### src/logic/tlast_link_defs.svh
// ~~~~~~~~~~~~~~~~~~~~~~~~~~~~~~~~~~~~~~
// tlast link constants
// widths, escape code and APB register map
// ~~~~~~~~~~~~~~~~~~~~~~~~~~~~~~~~~~~~~~
`ifndef TLAST_LINK_DEFS_SVH
`define TLAST_LINK_DEFS_SVH

`define TLL_DATA_W 64                       // link and stream word
`define TLL_CSUM_W 32                       // half word, running sum
`define TLL_CNT_W  16                       // event counters

`define TLL_ESC_WORD 64'hDEADBEEFFEEDCAFE   // in-band escape code

// apb byte offsets
`define TLL_REG_CTRL        8'h00
`define TLL_REG_TX_PKTS     8'h04
`define TLL_REG_TX_ESC      8'h08
`define TLL_REG_RX_PKTS     8'h0C
`define TLL_REG_RX_CSUM_ERR 8'h10

`endif

### src/logic/tlast_link_pkg.sv
// ~~~~~~~~~~~~~~~~~~~~~~~~~~~~~~~~~~~~~~
// tlast link types
// word, stream beat, event and stats types
// ~~~~~~~~~~~~~~~~~~~~~~~~~~~~~~~~~~~~~~
`include "tlast_link_defs.svh"

package tlast_link_pkg;
   typedef logic [`TLL_DATA_W-1:0] data_t;   // one link word
   typedef logic [`TLL_CSUM_W-1:0] csum_t;   // sum of word halves
   typedef logic [`TLL_CNT_W-1:0]  cnt_t;

   // user stream word, 65 bits
   typedef struct packed {
      data_t tdata;
      logic  tlast;
   } axis_beat_t;

   // single cycle pulses, order matches link_stats_t
   typedef struct packed {
      logic tx_pkt;
      logic tx_esc;
      logic rx_pkt;
      logic rx_csum_err;
   } link_events_t;

   typedef struct packed {
      cnt_t tx_pkts;
      cnt_t tx_esc;
      cnt_t rx_pkts;
      cnt_t rx_csum_err;
   } link_stats_t;

   typedef enum logic [1:0] {EMB_IDLE, EMB_MARK_LAST, EMB_MARK_ESC, EMB_FINISH} embed_state_e;
   typedef enum logic [1:0] {EXT_IDLE, EXT_MARKER, EXT_PAYLOAD} extract_state_e;
endpackage

### src/logic/tlast_embed_fsm.sv
// ~~~~~~~~~~~~~~~~~~~~~~~~~~~~~~~~~~~~~~
// tlast embed, transmit side
// inserts escape and marker words in band
// ~~~~~~~~~~~~~~~~~~~~~~~~~~~~~~~~~~~~~~
`timescale 1ns/10ps
`include "tlast_link_defs.svh"

module tlast_embed_fsm (
   input  logic                       clk,
   input  logic                       i_reset,
   input  logic                       i_clear,
   input  tlast_link_pkg::axis_beat_t i_beat,
   input  logic                       i_valid,
   output logic                       o_ready,
   output tlast_link_pkg::data_t      o_word,
   output logic                       o_valid,
   input  logic                       i_ready,
   output logic                       o_tx_pkt,
   output logic                       o_tx_esc
);
   import tlast_link_pkg::*;

   embed_state_e state, next_state;
   csum_t        csum;        // sum over accepted words of this packet
   logic         pass;        // user word drives the link
   logic         accept;      // user word taken
   logic         is_esc;

   assign is_esc = (i_beat.tdata == `TLL_ESC_WORD);
   assign accept = i_valid && o_ready;

   // advance only when the link takes the word
   always_ff @(posedge clk) begin
      if (i_reset || i_clear) begin
         state <= EMB_IDLE;
      end else if (i_ready) begin
         state <= next_state;
      end
   end

   always_ff @(posedge clk) begin
      if (i_reset || i_clear) begin
         csum <= '0;
      end else if (accept && i_beat.tlast) begin
         csum <= '0;                                  // packet done, restart
      end else if (accept) begin
         csum <= csum + i_beat.tdata[`TLL_CSUM_W-1:0]
                      + i_beat.tdata[`TLL_DATA_W-1:`TLL_CSUM_W];
      end
   end

   always_comb begin
      next_state = state;
      pass       = 1'b0;
      o_word     = i_beat.tdata;
      case (state)
         EMB_IDLE: begin
            if (i_valid && i_beat.tlast) begin        // last wins over escape match
               next_state = EMB_MARK_LAST;
               o_word     = `TLL_ESC_WORD;
            end else if (i_valid && is_esc) begin
               next_state = EMB_MARK_ESC;
               o_word     = `TLL_ESC_WORD;
            end else begin
               pass = 1'b1;                           // plain word, same cycle
            end
         end
         EMB_MARK_LAST: begin
            next_state = EMB_FINISH;
            o_word     = {csum, {(`TLL_DATA_W-`TLL_CSUM_W-1){1'b0}}, 1'b1};
         end
         EMB_MARK_ESC: begin
            next_state = EMB_FINISH;
            o_word     = '0;                          // zero marker
         end
         EMB_FINISH: begin
            pass = 1'b1;                              // the held word itself
            if (i_valid) next_state = EMB_IDLE;
         end
         default: next_state = EMB_IDLE;
      endcase
   end

   assign o_valid = pass ? i_valid : 1'b1;            // inserted words always valid
   assign o_ready = pass ? i_ready : 1'b0;            // hold user word until third beat

   // events on the third beat
   assign o_tx_pkt = accept && (state == EMB_FINISH) && i_beat.tlast;
   assign o_tx_esc = accept && (state == EMB_FINISH) && is_esc;
endmodule

### src/logic/tlast_extract.sv
// ~~~~~~~~~~~~~~~~~~~~~~~~~~~~~~~~~~~~~~
// tlast extract, receive side
// strips escape and marker, restores last
// ~~~~~~~~~~~~~~~~~~~~~~~~~~~~~~~~~~~~~~
`timescale 1ns/10ps
`include "tlast_link_defs.svh"

module tlast_extract (
   input  logic                       clk,
   input  logic                       i_reset,
   input  logic                       i_clear,
   input  tlast_link_pkg::data_t      i_word,
   input  logic                       i_valid,
   output logic                       o_ready,
   output tlast_link_pkg::axis_beat_t o_beat,
   output logic                       o_valid,
   input  logic                       i_ready,
   output logic                       o_rx_pkt,
   output logic                       o_rx_csum_err
);
   import tlast_link_pkg::*;

   extract_state_e state;
   csum_t          csum;       // local sum, words passed with last low
   logic           pend_last;  // from marker bit 0
   logic           is_esc;
   logic           accept;     // link word consumed
   logic           take;       // user word delivered

   assign is_esc = (i_word == `TLL_ESC_WORD);
   assign accept = i_valid && o_ready;
   assign take   = o_valid && i_ready;

   always_comb begin
      o_beat.tdata = i_word;
      o_beat.tlast = 1'b0;
      o_valid      = i_valid;
      o_ready      = i_ready;                         // payload follows downstream
      case (state)
         EXT_IDLE: begin
            if (is_esc) begin                         // swallow escape
               o_valid = 1'b0;
               o_ready = 1'b1;
            end
         end
         EXT_MARKER: begin                            // swallow marker
            o_valid = 1'b0;
            o_ready = 1'b1;
         end
         EXT_PAYLOAD: o_beat.tlast = pend_last;
         default: o_valid = 1'b0;
      endcase
   end

   always_ff @(posedge clk) begin
      if (i_reset || i_clear) begin
         state     <= EXT_IDLE;
         pend_last <= 1'b0;
      end else if (accept) begin
         case (state)
            EXT_IDLE: begin
               if (is_esc) state <= EXT_MARKER;
            end
            EXT_MARKER: begin
               state     <= EXT_PAYLOAD;
               pend_last <= i_word[0];
            end
            default: state <= EXT_IDLE;               // payload sent
         endcase
      end
   end

   always_ff @(posedge clk) begin
      if (i_reset || i_clear) begin
         csum <= '0;
      end else if (take && o_beat.tlast) begin
         csum <= '0;
      end else if (take) begin
         csum <= csum + i_word[`TLL_CSUM_W-1:0] + i_word[`TLL_DATA_W-1:`TLL_CSUM_W];
      end
   end

   assign o_rx_pkt      = take && o_beat.tlast;
   // last marker carries tx sum in upper half
   assign o_rx_csum_err = accept && (state == EXT_MARKER) && i_word[0]
                          && (i_word[`TLL_DATA_W-1:`TLL_CSUM_W] != csum);
endmodule

### src/logic/link_event_counters.sv
// ~~~~~~~~~~~~~~~~~~~~~~~~~~~~~~~~~~~~~~
// link event counters
// four saturating counts of link events
// ~~~~~~~~~~~~~~~~~~~~~~~~~~~~~~~~~~~~~~
`timescale 1ns/10ps

module link_event_counters (
   input  logic                         clk,
   input  logic                         i_reset,
   input  logic                         i_clear,
   input  tlast_link_pkg::link_events_t i_events,
   output tlast_link_pkg::link_stats_t  o_stats
);
   import tlast_link_pkg::*;

   localparam int N_EV = 4;

   logic [N_EV-1:0] ev;           // pulses, same field order as stats
   cnt_t [N_EV-1:0] cnt;

   assign ev      = i_events;
   assign o_stats = cnt;

   always_ff @(posedge clk) begin
      if (i_reset || i_clear) begin
         cnt <= '0;
      end else begin
         for (int i = 0; i < N_EV; i++) begin
            if (ev[i] && (cnt[i] != '1)) begin      // stick at max
               cnt[i] <= cnt[i] + 1'b1;
            end
         end
      end
   end
endmodule

### src/logic/link_apb_regs.sv
// ~~~~~~~~~~~~~~~~~~~~~~~~~~~~~~~~~~~~~~
// link APB registers
// control and counter readback, no waits
// ~~~~~~~~~~~~~~~~~~~~~~~~~~~~~~~~~~~~~~
`timescale 1ns/10ps
`include "tlast_link_defs.svh"

module link_apb_regs (
   input  logic                        clk,
   input  logic                        i_reset,
   input  logic                        i_psel,
   input  logic                        i_penable,
   input  logic                        i_pwrite,
   input  logic [7:0]                  i_paddr,
   input  logic [31:0]                 i_pwdata,
   output logic [31:0]                 o_prdata,
   output logic                        o_pready,
   output logic                        o_pslverr,
   input  tlast_link_pkg::link_stats_t i_stats,
   output logic                        o_clear
);
   localparam int PAD = 32 - `TLL_CNT_W;

   logic access;     // apb access phase
   logic hit;        // mapped offset

   assign access   = i_psel && i_penable;
   assign o_pready = 1'b1;                     // zero wait states

   always_comb begin
      hit      = 1'b1;
      o_prdata = '0;
      case (i_paddr)
         `TLL_REG_CTRL:        o_prdata = '0;  // clear is self resetting
         `TLL_REG_TX_PKTS:     o_prdata = {{PAD{1'b0}}, i_stats.tx_pkts};
         `TLL_REG_TX_ESC:      o_prdata = {{PAD{1'b0}}, i_stats.tx_esc};
         `TLL_REG_RX_PKTS:     o_prdata = {{PAD{1'b0}}, i_stats.rx_pkts};
         `TLL_REG_RX_CSUM_ERR: o_prdata = {{PAD{1'b0}}, i_stats.rx_csum_err};
         default:              hit = 1'b0;
      endcase
   end

   assign o_pslverr = access && !hit;

   // one cycle soft clear after the write
   always_ff @(posedge clk) begin
      if (i_reset) begin
         o_clear <= 1'b0;
      end else begin
         o_clear <= access && i_pwrite && (i_paddr == `TLL_REG_CTRL) && i_pwdata[0];
      end
   end
endmodule

### src/logic/tlast_link_top.sv
// ~~~~~~~~~~~~~~~~~~~~~~~~~~~~~~~~~~~~~~
// tlast link top
// embed, extract, counters and APB regs
// ~~~~~~~~~~~~~~~~~~~~~~~~~~~~~~~~~~~~~~
`timescale 1ns/10ps

module tlast_link_top (
   input  logic                       clk,
   input  logic                       i_reset,
   input  logic                       i_psel,
   input  logic                       i_penable,
   input  logic                       i_pwrite,
   input  logic [7:0]                 i_paddr,
   input  logic [31:0]                i_pwdata,
   output logic [31:0]                o_prdata,
   output logic                       o_pready,
   output logic                       o_pslverr,
   input  tlast_link_pkg::axis_beat_t i_s_beat,
   input  logic                       i_s_valid,
   output logic                       o_s_ready,
   output tlast_link_pkg::data_t      o_link_word,
   output logic                       o_link_valid,
   input  logic                       i_link_ready,
   input  tlast_link_pkg::data_t      i_link_word,
   input  logic                       i_link_valid,
   output logic                       o_link_ready,
   output tlast_link_pkg::axis_beat_t o_m_beat,
   output logic                       o_m_valid,
   input  logic                       i_m_ready
);
   import tlast_link_pkg::*;

   link_events_t events;     // pulses from both sides
   link_stats_t  stats;
   logic         clear;      // soft clear from CTRL

   tlast_embed_fsm u_embed (
      .clk, .i_reset, .i_clear(clear),
      .i_beat(i_s_beat), .i_valid(i_s_valid), .o_ready(o_s_ready),
      .o_word(o_link_word), .o_valid(o_link_valid), .i_ready(i_link_ready),
      .o_tx_pkt(events.tx_pkt), .o_tx_esc(events.tx_esc)
   );

   tlast_extract u_extract (
      .clk, .i_reset, .i_clear(clear),
      .i_word(i_link_word), .i_valid(i_link_valid), .o_ready(o_link_ready),
      .o_beat(o_m_beat), .o_valid(o_m_valid), .i_ready(i_m_ready),
      .o_rx_pkt(events.rx_pkt), .o_rx_csum_err(events.rx_csum_err)
   );

   link_event_counters u_counters (
      .clk, .i_reset, .i_clear(clear), .i_events(events), .o_stats(stats)
   );

   link_apb_regs u_regs (
      .clk, .i_reset,
      .i_psel, .i_penable, .i_pwrite, .i_paddr, .i_pwdata,
      .o_prdata, .o_pready, .o_pslverr,
      .i_stats(stats), .o_clear(clear)
   );
endmodule

### config.mk
export PLATFORM = sky130hd
export DESIGN_NAME = tlast_link_top
export DESIGN_NICKNAME = d
export VERILOG_FILES = /design/src/logic/tlast_link_pkg.sv /design/src/logic/tlast_embed_fsm.sv /design/src/logic/tlast_extract.sv /design/src/logic/link_event_counters.sv /design/src/logic/link_apb_regs.sv /design/src/logic/tlast_link_top.sv
export VERILOG_INCLUDE_DIRS = /design/src /design/src/logic
export SDC_FILE = /design/constraint.sdc
export NUM_CORES = 1
export LEC_CHECK = 0
export ABC_AREA = 1
export ABC_CLOCK_PERIOD_IN_PS = 8100
export BUFFER_PORTS_ARGS = -buffer_cell sky130_fd_sc_hd__buf_2
export CAP_MARGIN = 20
export CORE_MARGIN = 1.5
export CORE_UTILIZATION = 40
export CTS_BUF_LIST = sky130_fd_sc_hd__clkbuf_8
export CTS_CLUSTER_DIAMETER = 50
export DETAILED_ROUTE_END_ITERATION = 10
export GPL_ROUTABILITY_DRIVEN = 0
export RECOVER_POWER = 100
export SLEW_MARGIN = 10
export SYNTH_ARGS = -nofsm -noshare
export SYNTH_HDL_FRONTEND = slang
export SYNTH_SLANG_ARGS = --single-unit
### constraint.sdc
create_clock -name clk -period 8.1 [get_ports clk]
set_input_delay 0.81 -clock clk [delete_from_list [all_inputs] [get_ports clk]]
set_output_delay 0.81 -clock clk [all_outputs]
set_load 0.05 [all_outputs]
* Yosys cells after proc, flatten, opt, wreduce, memory -nomap -nowiden *
Cells that the tools add are included.

word-level totals
  input bits = 178
  register bits after elaboration = 134
  output and inout port bits = 167

cells by class
  reductions and logical operators = 34
  eq/ne operators = 19
  muxes and demuxes = 21
  $add $sub $neg = 8

operators by type and width
  operator                                                               number
  64-bit one-hot mux with 3 select lines                                 1
  32-bit adder                                                           4
  64-bit equality test, second input constant                            2
  64-bit 2-to-1 mux                                                      2
  16-bit by 1-bit adder with 16-bit output, second input constant        4
  16-bit inequality test, second input constant                          4
  16-bit one-hot mux with 4 select lines                                 1
  32-bit inequality test                                                 1
  1-bit logical AND                                                      22
  8-bit by 4-bit equality test with 1-bit output, second input constant  2
  8-bit by 3-bit equality test with 1-bit output, second input constant  1
  8-bit by 5-bit equality test with 1-bit output, second input constant  1
  8-bit logical NOT                                                      1
  1-bit 2-to-1 mux                                                       8
  2-bit 2-to-1 mux                                                       4
  2-bit equality test, second input constant                             3
  1-bit one-hot mux with 2 select lines                                  3
  2-bit one-hot mux with 3 select lines                                  1
  2-bit OR reduction                                                     3
  5-bit OR reduction                                                     1
  2-bit by 1-bit equality test with 1-bit output, second input constant  2
  2-bit logical NOT                                                      2
  2-bit one-hot mux with 2 select lines                                  1
  2-bit AND reduction                                                    2
  other kinds (6)                                                        6

* Logic depth before layout (Yosys ltp) *
Gate-level depths: netlist (run 1).

  depth after elaboration = 10
  depth in mapped cells = 16

* By module *
From an unflattened synthesis (run 1), not the netlist that was laid out.

second synthesis, totals
  cell total of the unflattened synthesis = 2571
  area total of the unflattened synthesis = 15474.8 sq um

modules (own cells, without submodules)
  module               cells each  area each (sq um)  sequential area each (sq um)  times used
  tlast_extract        928         5639.2             700.7                         1
  tlast_embed_fsm      831         5185.0             680.7                         1
  link_event_counters  613         3706.1             1281.2                        1
  link_apb_regs        199         944.7              20.0                          1

* Least setup slack after synthesis (run 1) *
OpenSTA, ideal clock, no wires.

  kind = in2out
  start = input port i_paddr[1]
  end = output port o_prdata[11]
  data arrival time = 2778 ps
  cell stages on the path = 6
  setup slack = 4512 ps
  path buffers = 1
  data required time = 7290 ps
  cell sequence = nor2_1 nand2_1 nor3_1 clkbuf_1 inv_1 o21ai_0

between the ends
  longest elaborated chain between the ends = 2
  elaborated cells between the ends (all ways) = 5
  those cells by class = 4 x eq/ne; 1 x mux

RTL lines
  element                                                                 line                  source
  start, declared                                                         tlast_link_top.sv:13  input logic [7:0] i_paddr,
  8-bit by 5-bit equality test with 1-bit output (tied with other cells)  link_apb_regs.sv:33   case (i_paddr)
  16-bit one-hot mux with 4 select lines (*)                              link_apb_regs.sv:33
  end, declared                                                           tlast_link_top.sv:15  output logic [31:0] o_prdata,

Every way passes the cells marked *; elsewhere a longest branch is shown, timed or not.

* Worst setup path in the final report (run 1) *
  start = register u_embed.state[1]
  end = register u_embed.csum[26]

between the ends
  longest elaborated chain between the ends = 6
  elaborated cells between the ends (all ways) = 7
  those cells by class = 1 x eq/ne; 2 x mux; 4 x reduce/logical

RTL lines
  element                                                          line                   source
  start, declared                                                  tlast_embed_fsm.sv:23  embed_state_e state, next_state;
  start signal, assigned                                           tlast_embed_fsm.sv:37  state <= next_state;
  2-bit equality test / 2-bit logical NOT (equally long branches)  tlast_embed_fsm.sv:56  case (state)
  1-bit one-hot mux with 2 select lines (*)                        tlast_embed_fsm.sv:56
  1-bit 2-to-1 mux (*)                                             tlast_embed_fsm.sv:85  assign o_ready = pass ? i_ready : 1'b0;
  1-bit logical AND (*)                                            tlast_embed_fsm.sv:30  assign accept = i_valid && o_ready;
  1-bit logical AND                                                tlast_embed_fsm.sv:44  end else if (accept && i_beat.tlast) begin
  2-bit OR reduction (no source line)                              -
  end signal, assigned                                             tlast_embed_fsm.sv:47  csum <= csum + i_beat.tdata[`TLL_CSUM_W-1:0]
  end, declared                                                    tlast_embed_fsm.sv:24  csum_t csum;

Marked as above.
A chain may end at the register's enable or synchronous reset.

==> results.tsv, run 1 <==
metric	value	unit
rsz0062_at_grt	false	
start_util	0.403	
layout-drive-gt1-share	0.0881	
violations	max-capacitance violations, max-slew violations	
hold_buffers	0	
antenna_left	0	
num-nets-final	2691	
critPathKind	reg -> reg	
finClkSkew	0.0198	ns
cp_max_fo	64	
p_per_area	188	nW/um2
ctsResizeCount	0	
dp_hpwl	36900	um
ys_types	52	
dp.cells	2821	
finalSetupViolations	0	
reg2reg_depth	9	
via_per_inst	5.29	
dieArea	36800	um2
drt_iter0_markers	1139	
fin_total_pwr	2.96	mW
die_w	192	um
period_share	0.615	
clock_path_buffers	2	
cts_tree	done	
hold_end	u_counters.o_stats[47]	
overflow	0	
postSynthAreaPerCell	6.55	um2
path_clk_slew	0.10	ns
htreeDepth	4	
cp-end-kind	flop	
cts_setup_buffers	0	
drc	0	
portBuffers	296	
wl_per_cell	16.2	um
diodes	0	
placed_area	15600	um2
ys_seq_elements	134	
hp-start	u_counters.o_stats[47]	
grt_pass1_wl	73200	um
layout_setup_ws	3.12	ns
hold_ws	0.479	ns
max_freq	201	MHz
status	finished, violations left	
maxCapViolations	5	
dp_slack	4.10	ns
final_common_cell	nand2_1	
rows	69	
grt_max_degree	65	
critPathLaunchType	flop	
fin_area	15700	um2
slew_violations	186	
worstSkewPairLatency	0.47	ns
vdd_drop_max	0.112	mV
syn_area	14300	um2
tightest_slew	2.81	ns
worstPathArrival	5.32	ns
hold_path_class	reg -> reg	
grtUsageTotal	0.250	
cts_num_sinks	134	
p_leak	6.87	nW
core_area	35400	um2
min_path_cells	2	
min_period	4.98	ns
ios	345	
ys_warn_count	0	
root_buffer	clkbuf_8	
fin_cells	2855	
areaGrowthSynthToFinish	10.3	%
syn_inst	2182	
tns	0	ns
grt_pass1_vias	14100	
via_count	15100	
crit_required	8.44	ns
most-common-layout-cells	494 x nand2_1, 244 x inv_1, 239 x nor2_1	
r2r-end	u_embed.csum[26]	
synth.yosys.seq_area_share	0.188	
max-slew-margin-rel	-0.882	
numCtsBuffers	17	
dr.pass1.iters	5	
r2r_setup_slack	3.12	ns
finalWirelength	46200	um
fin_util	0.445	
dieHeight	192	um
grt_antenna_before_repair	0	
hold_violations	0	
reg2reg_from	u_embed.state[1]	
==> power by group <==
part           switching, mW  total (mW)  internal [mW]
Clock                  0.345       0.607          0.262
Sequential            0.0378       0.739          0.701
Combinational           1.14        1.62          0.482
Total                   1.52        2.96           1.44
==> worst max-delay path, cell delays in order, from the launching register on <==
cell and delay (ns):
dfxtp_1 0.34, inv_1 0.11, ha_1 0.21, inv_1 0.43, nor2_1 0.22, nand2_1 0.09, nand2_1 0.10, nand4_1 2.07
a21oi_1 1.15, nor2_1 0.09
==> routing by layer <==
metal  part of all wire  vias to the layer above  global-route usage  wire (um)
met5                  0                        -                   0          0
met4              0.021                        0              0.0691        954
met3              0.055                       60              0.0307       2540
met2               0.48                      479               0.427      22100
met1               0.45                     7039               0.331      20600
li1                   -                     7527                   -          -
==> cell type report <==
type,instances,area [um2]
multi-input cells,1673,9780
well taps,461,577
clock inverters,15,175
fillers,3972,19600
flip-flops and latches,134,2680
repair buffers,307,1370
inverters,248,931
clock buffers,17,234
==> state kept, by name (all words and copies together), names as in the netlist <==
name and flops:
u_counters.o_stats 64, u_embed.csum 32, u_embed.state 2, u_extract.csum 32, u_extract.pend_last 1, u_extract.state 2, u_regs.o_clear 1
==> kinds of logic after synthesis <==
family,Yosys count,synth area share
xor gates and xnor gates,109,0.0668
and+or+nand+nor,1026,0.315
adders and majority gates,132,0.149
other,2,0.000526
AOI/OAI and AO/OA,389,0.152
buffers and inverters,390,0.128
DFF,134,0.188
==> worst max-delay path by stage <==
stage / startpoint / end
finish: u_embed.state[1] / u_embed.csum[26]
global route: u_embed.state[1] / u_embed.csum[26]
CTS: u_embed.state[0] / o_link_word[34]
detailed placement: i_s_beat[17] / o_link_word[21]
global placement: i_s_beat[17] / o_link_word[21]
floorplan: i_paddr[1] / o_prdata[11]
==> synthesized netlist by cell type, drive strengths merged <==
cell       n  area, um2
conb       2       7.51
o221ai    24        210
clkinv     2       7.51
a21boi     2       15.0
xor2      85        744
nand2b     1       6.26
xnor2     24        210
o2111ai    1       8.76
a31oi      1       12.5
buf      106        762
o21a       3       22.5
inv      246        923
a211oi     3       22.5
and3       2       12.5
nand3b     6       57.6
nor3b      5       37.5
ha        68        851
o21ai     80        400
or2        8       50.1
nor3      49        267
nand4     86        589
o22ai     24        150
nand2    497       1880
o21bai     5       37.5
fa        64       1280
a21oi    233       1180
nand3    118        611
dfxtp    134       2680
a21o       8       60.1
clkbuf    36        135
o211ai     1       7.51
nor2     243        925
nor4      10       62.6
a221o      4       40.0
and2       1       6.26
(Power assumes the default switching activity.)
==> run 2, diff against run 1 <==
--- a/config.mk
+++ b/config.mk
@@ -7,7 +7,7 @@
 export NUM_CORES = 1
 export LEC_CHECK = 0
 export ABC_AREA = 1
-export ABC_CLOCK_PERIOD_IN_PS = 8100
+export ABC_CLOCK_PERIOD_IN_PS = 4300
 export BUFFER_PORTS_ARGS = -buffer_cell sky130_fd_sc_hd__buf_2
 export CAP_MARGIN = 20
 export CORE_MARGIN = 1.5
==> constraint.sdc (replaced) <==
create_clock -name clk -period 4.3 [get_ports clk]
set_input_delay 0.43 -clock clk [delete_from_list [all_inputs] [get_ports clk]]
set_output_delay 0.43 -clock clk [all_outputs]
set_load 0.05 [all_outputs]
==> run 2 against run 1 <==
Effect of this change:
- the run still ends with max-capacitance violations, max-slew violations left
- critical endpoint is now o_link_word[8]
- total power increased by 87%
- clock-buffer cell count increased by 1
- worst setup slack got worse by 2.5 ns
- critical path type is now in -> out
- clock power increased by 80%
- register-to-register slack got worse by 2.4 ns
- final area unchanged
- hold slack got worse by 0.33 ns
- clock skew decreased by 0.0016 ns
- sequential power increased by 88%
==> results.tsv, run 2 (same netlist as run 1, synthesis figures left out) <==
metric	value	unit
status	finished, violations left	
violations	max-capacitance violations, max-slew violations	
grt_max_degree	50	
worstPathArrival	3.22	ns
dp_slack	1.03	ns
fillers	3920	
crit_required	3.87	ns
maxCapViolations	1	
swShare	0.510	
p_per_area	352	nW/um2
ios	345	
most-common-layout-cells	495 x nand2_1, 244 x inv_1, 239 x nor2_1	
grt_pass1_wl	73100	um
cp-end-kind	output pin	
grt_pass1_vias	14100	
vdd_drop_max	0.175	mV
cts_num_sinks	134	
num-nets-final	2694	
areaGrowthSynthToFinish	10.3	%
p_leak	6.88	nW
layout_setup_ws	0.647	ns
comb_power_share	0.551	
rsz0062_at_grt	false	
critical_path.startpoint	i_s_beat[17]	
layout.area.seq	2680	um2
hold_path_class	in -> reg	
dieArea	36800	um2
layout-drive-gt1-share	0.0897	
rows	69	
clock_path_buffers	2	
critPathLaunchType	primary input	
numCtsBuffers	17	
switchingPower	2.82	mW
hp-start	i_reset	
drc	0	
drt_iter0_markers	1164	
final_common_cell	nand2_1	
largest_reg_flops	64	
period_share	0.849	
finClkSkew	0.0182	ns
via_per_inst	5.30	
critPathKind	in -> out	
cts_setup_buffers	0	
via_count	15100	
dieHeight	192	um
worstSkewPairLatency	0.46	ns
dp_hpwl	37200	um
dr.pass1.iters	5	
internal_power	2.71	mW
cp_max_fo	13	
min_period	3.65	ns
overflow	0	
seqPwrFrac	0.251	
diodes	0	
hold_buffers	0	
root_buffer	clkbuf_8	
path_clk_slew	0.09	ns
multi_input_area	9780	um2
htreeDepth	4	
tns	0	ns
start_util	0.403	
reg2reg_from	u_embed.state[0]	
hold_violations	0	
antenna_left	0	
grtUsageTotal	0.250	
die_w	192	um
max_freq	274	MHz
wl_per_cell	16.2	um
ctsResizeCount	0	
core_area	35400	um2
max-slew-margin-rel	-0.145	
finalSetupViolations	0	
finalWirelength	46400	um
clkPwrFrac	0.197	
tightest_slew	1.71	ns
grt_antenna_before_repair	0	
portBuffers	296	
slew_violations	14	
cts_tree	done	
## run 2: cell types whose count changed in the layout (fill, tap and decap cells not counted), sizes merged
cell	change
buf	+6
inv	-4
clkbuf	-2
clkinv	+2
clkinvlp	+1
## run 2: per-layer routing
layer	vias to the layer above	GRT usage	part of all wire
met5	-	0	0
met2	485	0.428	0.48
met1	7049	0.327	0.45
met3	69	0.0331	0.052
met4	0	0.0754	0.024
li1	7538	-	-
## run 2: area by class of cell
class                           instances  area share
Clock buffer                           18      0.0157
Clock inverter                         14     0.00898
Inverter                              248      0.0591
Multi-Input combinational cell       1673       0.621
Sequential cell                       134       0.170
Tap cell                              461      0.0366
Timing Repair Buffer                  310      0.0879
## run 2: path summary, 6_finish.rpt
kind                            endpoint  slack, ns  cells after the start
setup / recovery          o_link_word[8]       0.65                     12
hold reg to reg   u_counters.o_stats[47]       0.46                      2
setup reg to reg        u_embed.csum[10]       0.73                     10
hold / removal            u_regs.o_clear       0.14                      2
## run 2: metrics by stage
stage | std cells | power (mW) | hold slack, ns | instance area [um2] | utilization
after floorplan | 2197 | 3.73 | 0.441 | 14300 | -
after global placement | 2826 | 4.46 | 0.450 | 15600 | 0.441
after detailed placement | 2826 | 4.47 | 0.454 | 15600 | 0.441
after CTS | 2858 | 5.59 | 0.111 | 16000 | 0.452
after global routing | 2858 | 5.95 | 0.123 | 15700 | 0.445
final | 2858 | 5.54 | 0.144 | 15700 | 0.445
## run 2: critical path: stages
cell and delay, ns:
buf_2 0.12, inv_1 0.04, nor2_1 0.24, nand2_1 0.08, nor2_1 0.11, nand2_1 0.14, nor2_1 0.12, nand3_1 0.13
a31oi_1 1.20, clkbuf_1 0.25, nor2_1 0.06, clkbuf_1 0.30
## run 2: power by group through the flow
stage                     sequential, mW  combinational, mW  clock (mW)
after floorplan                     1.41               2.33           0
after global placement              1.42               3.05           0
after detailed placement            1.42               3.05           0
after CTS                           1.39               3.08        1.12
after global routing                1.40               3.37        1.18
final                               1.39               3.05        1.09
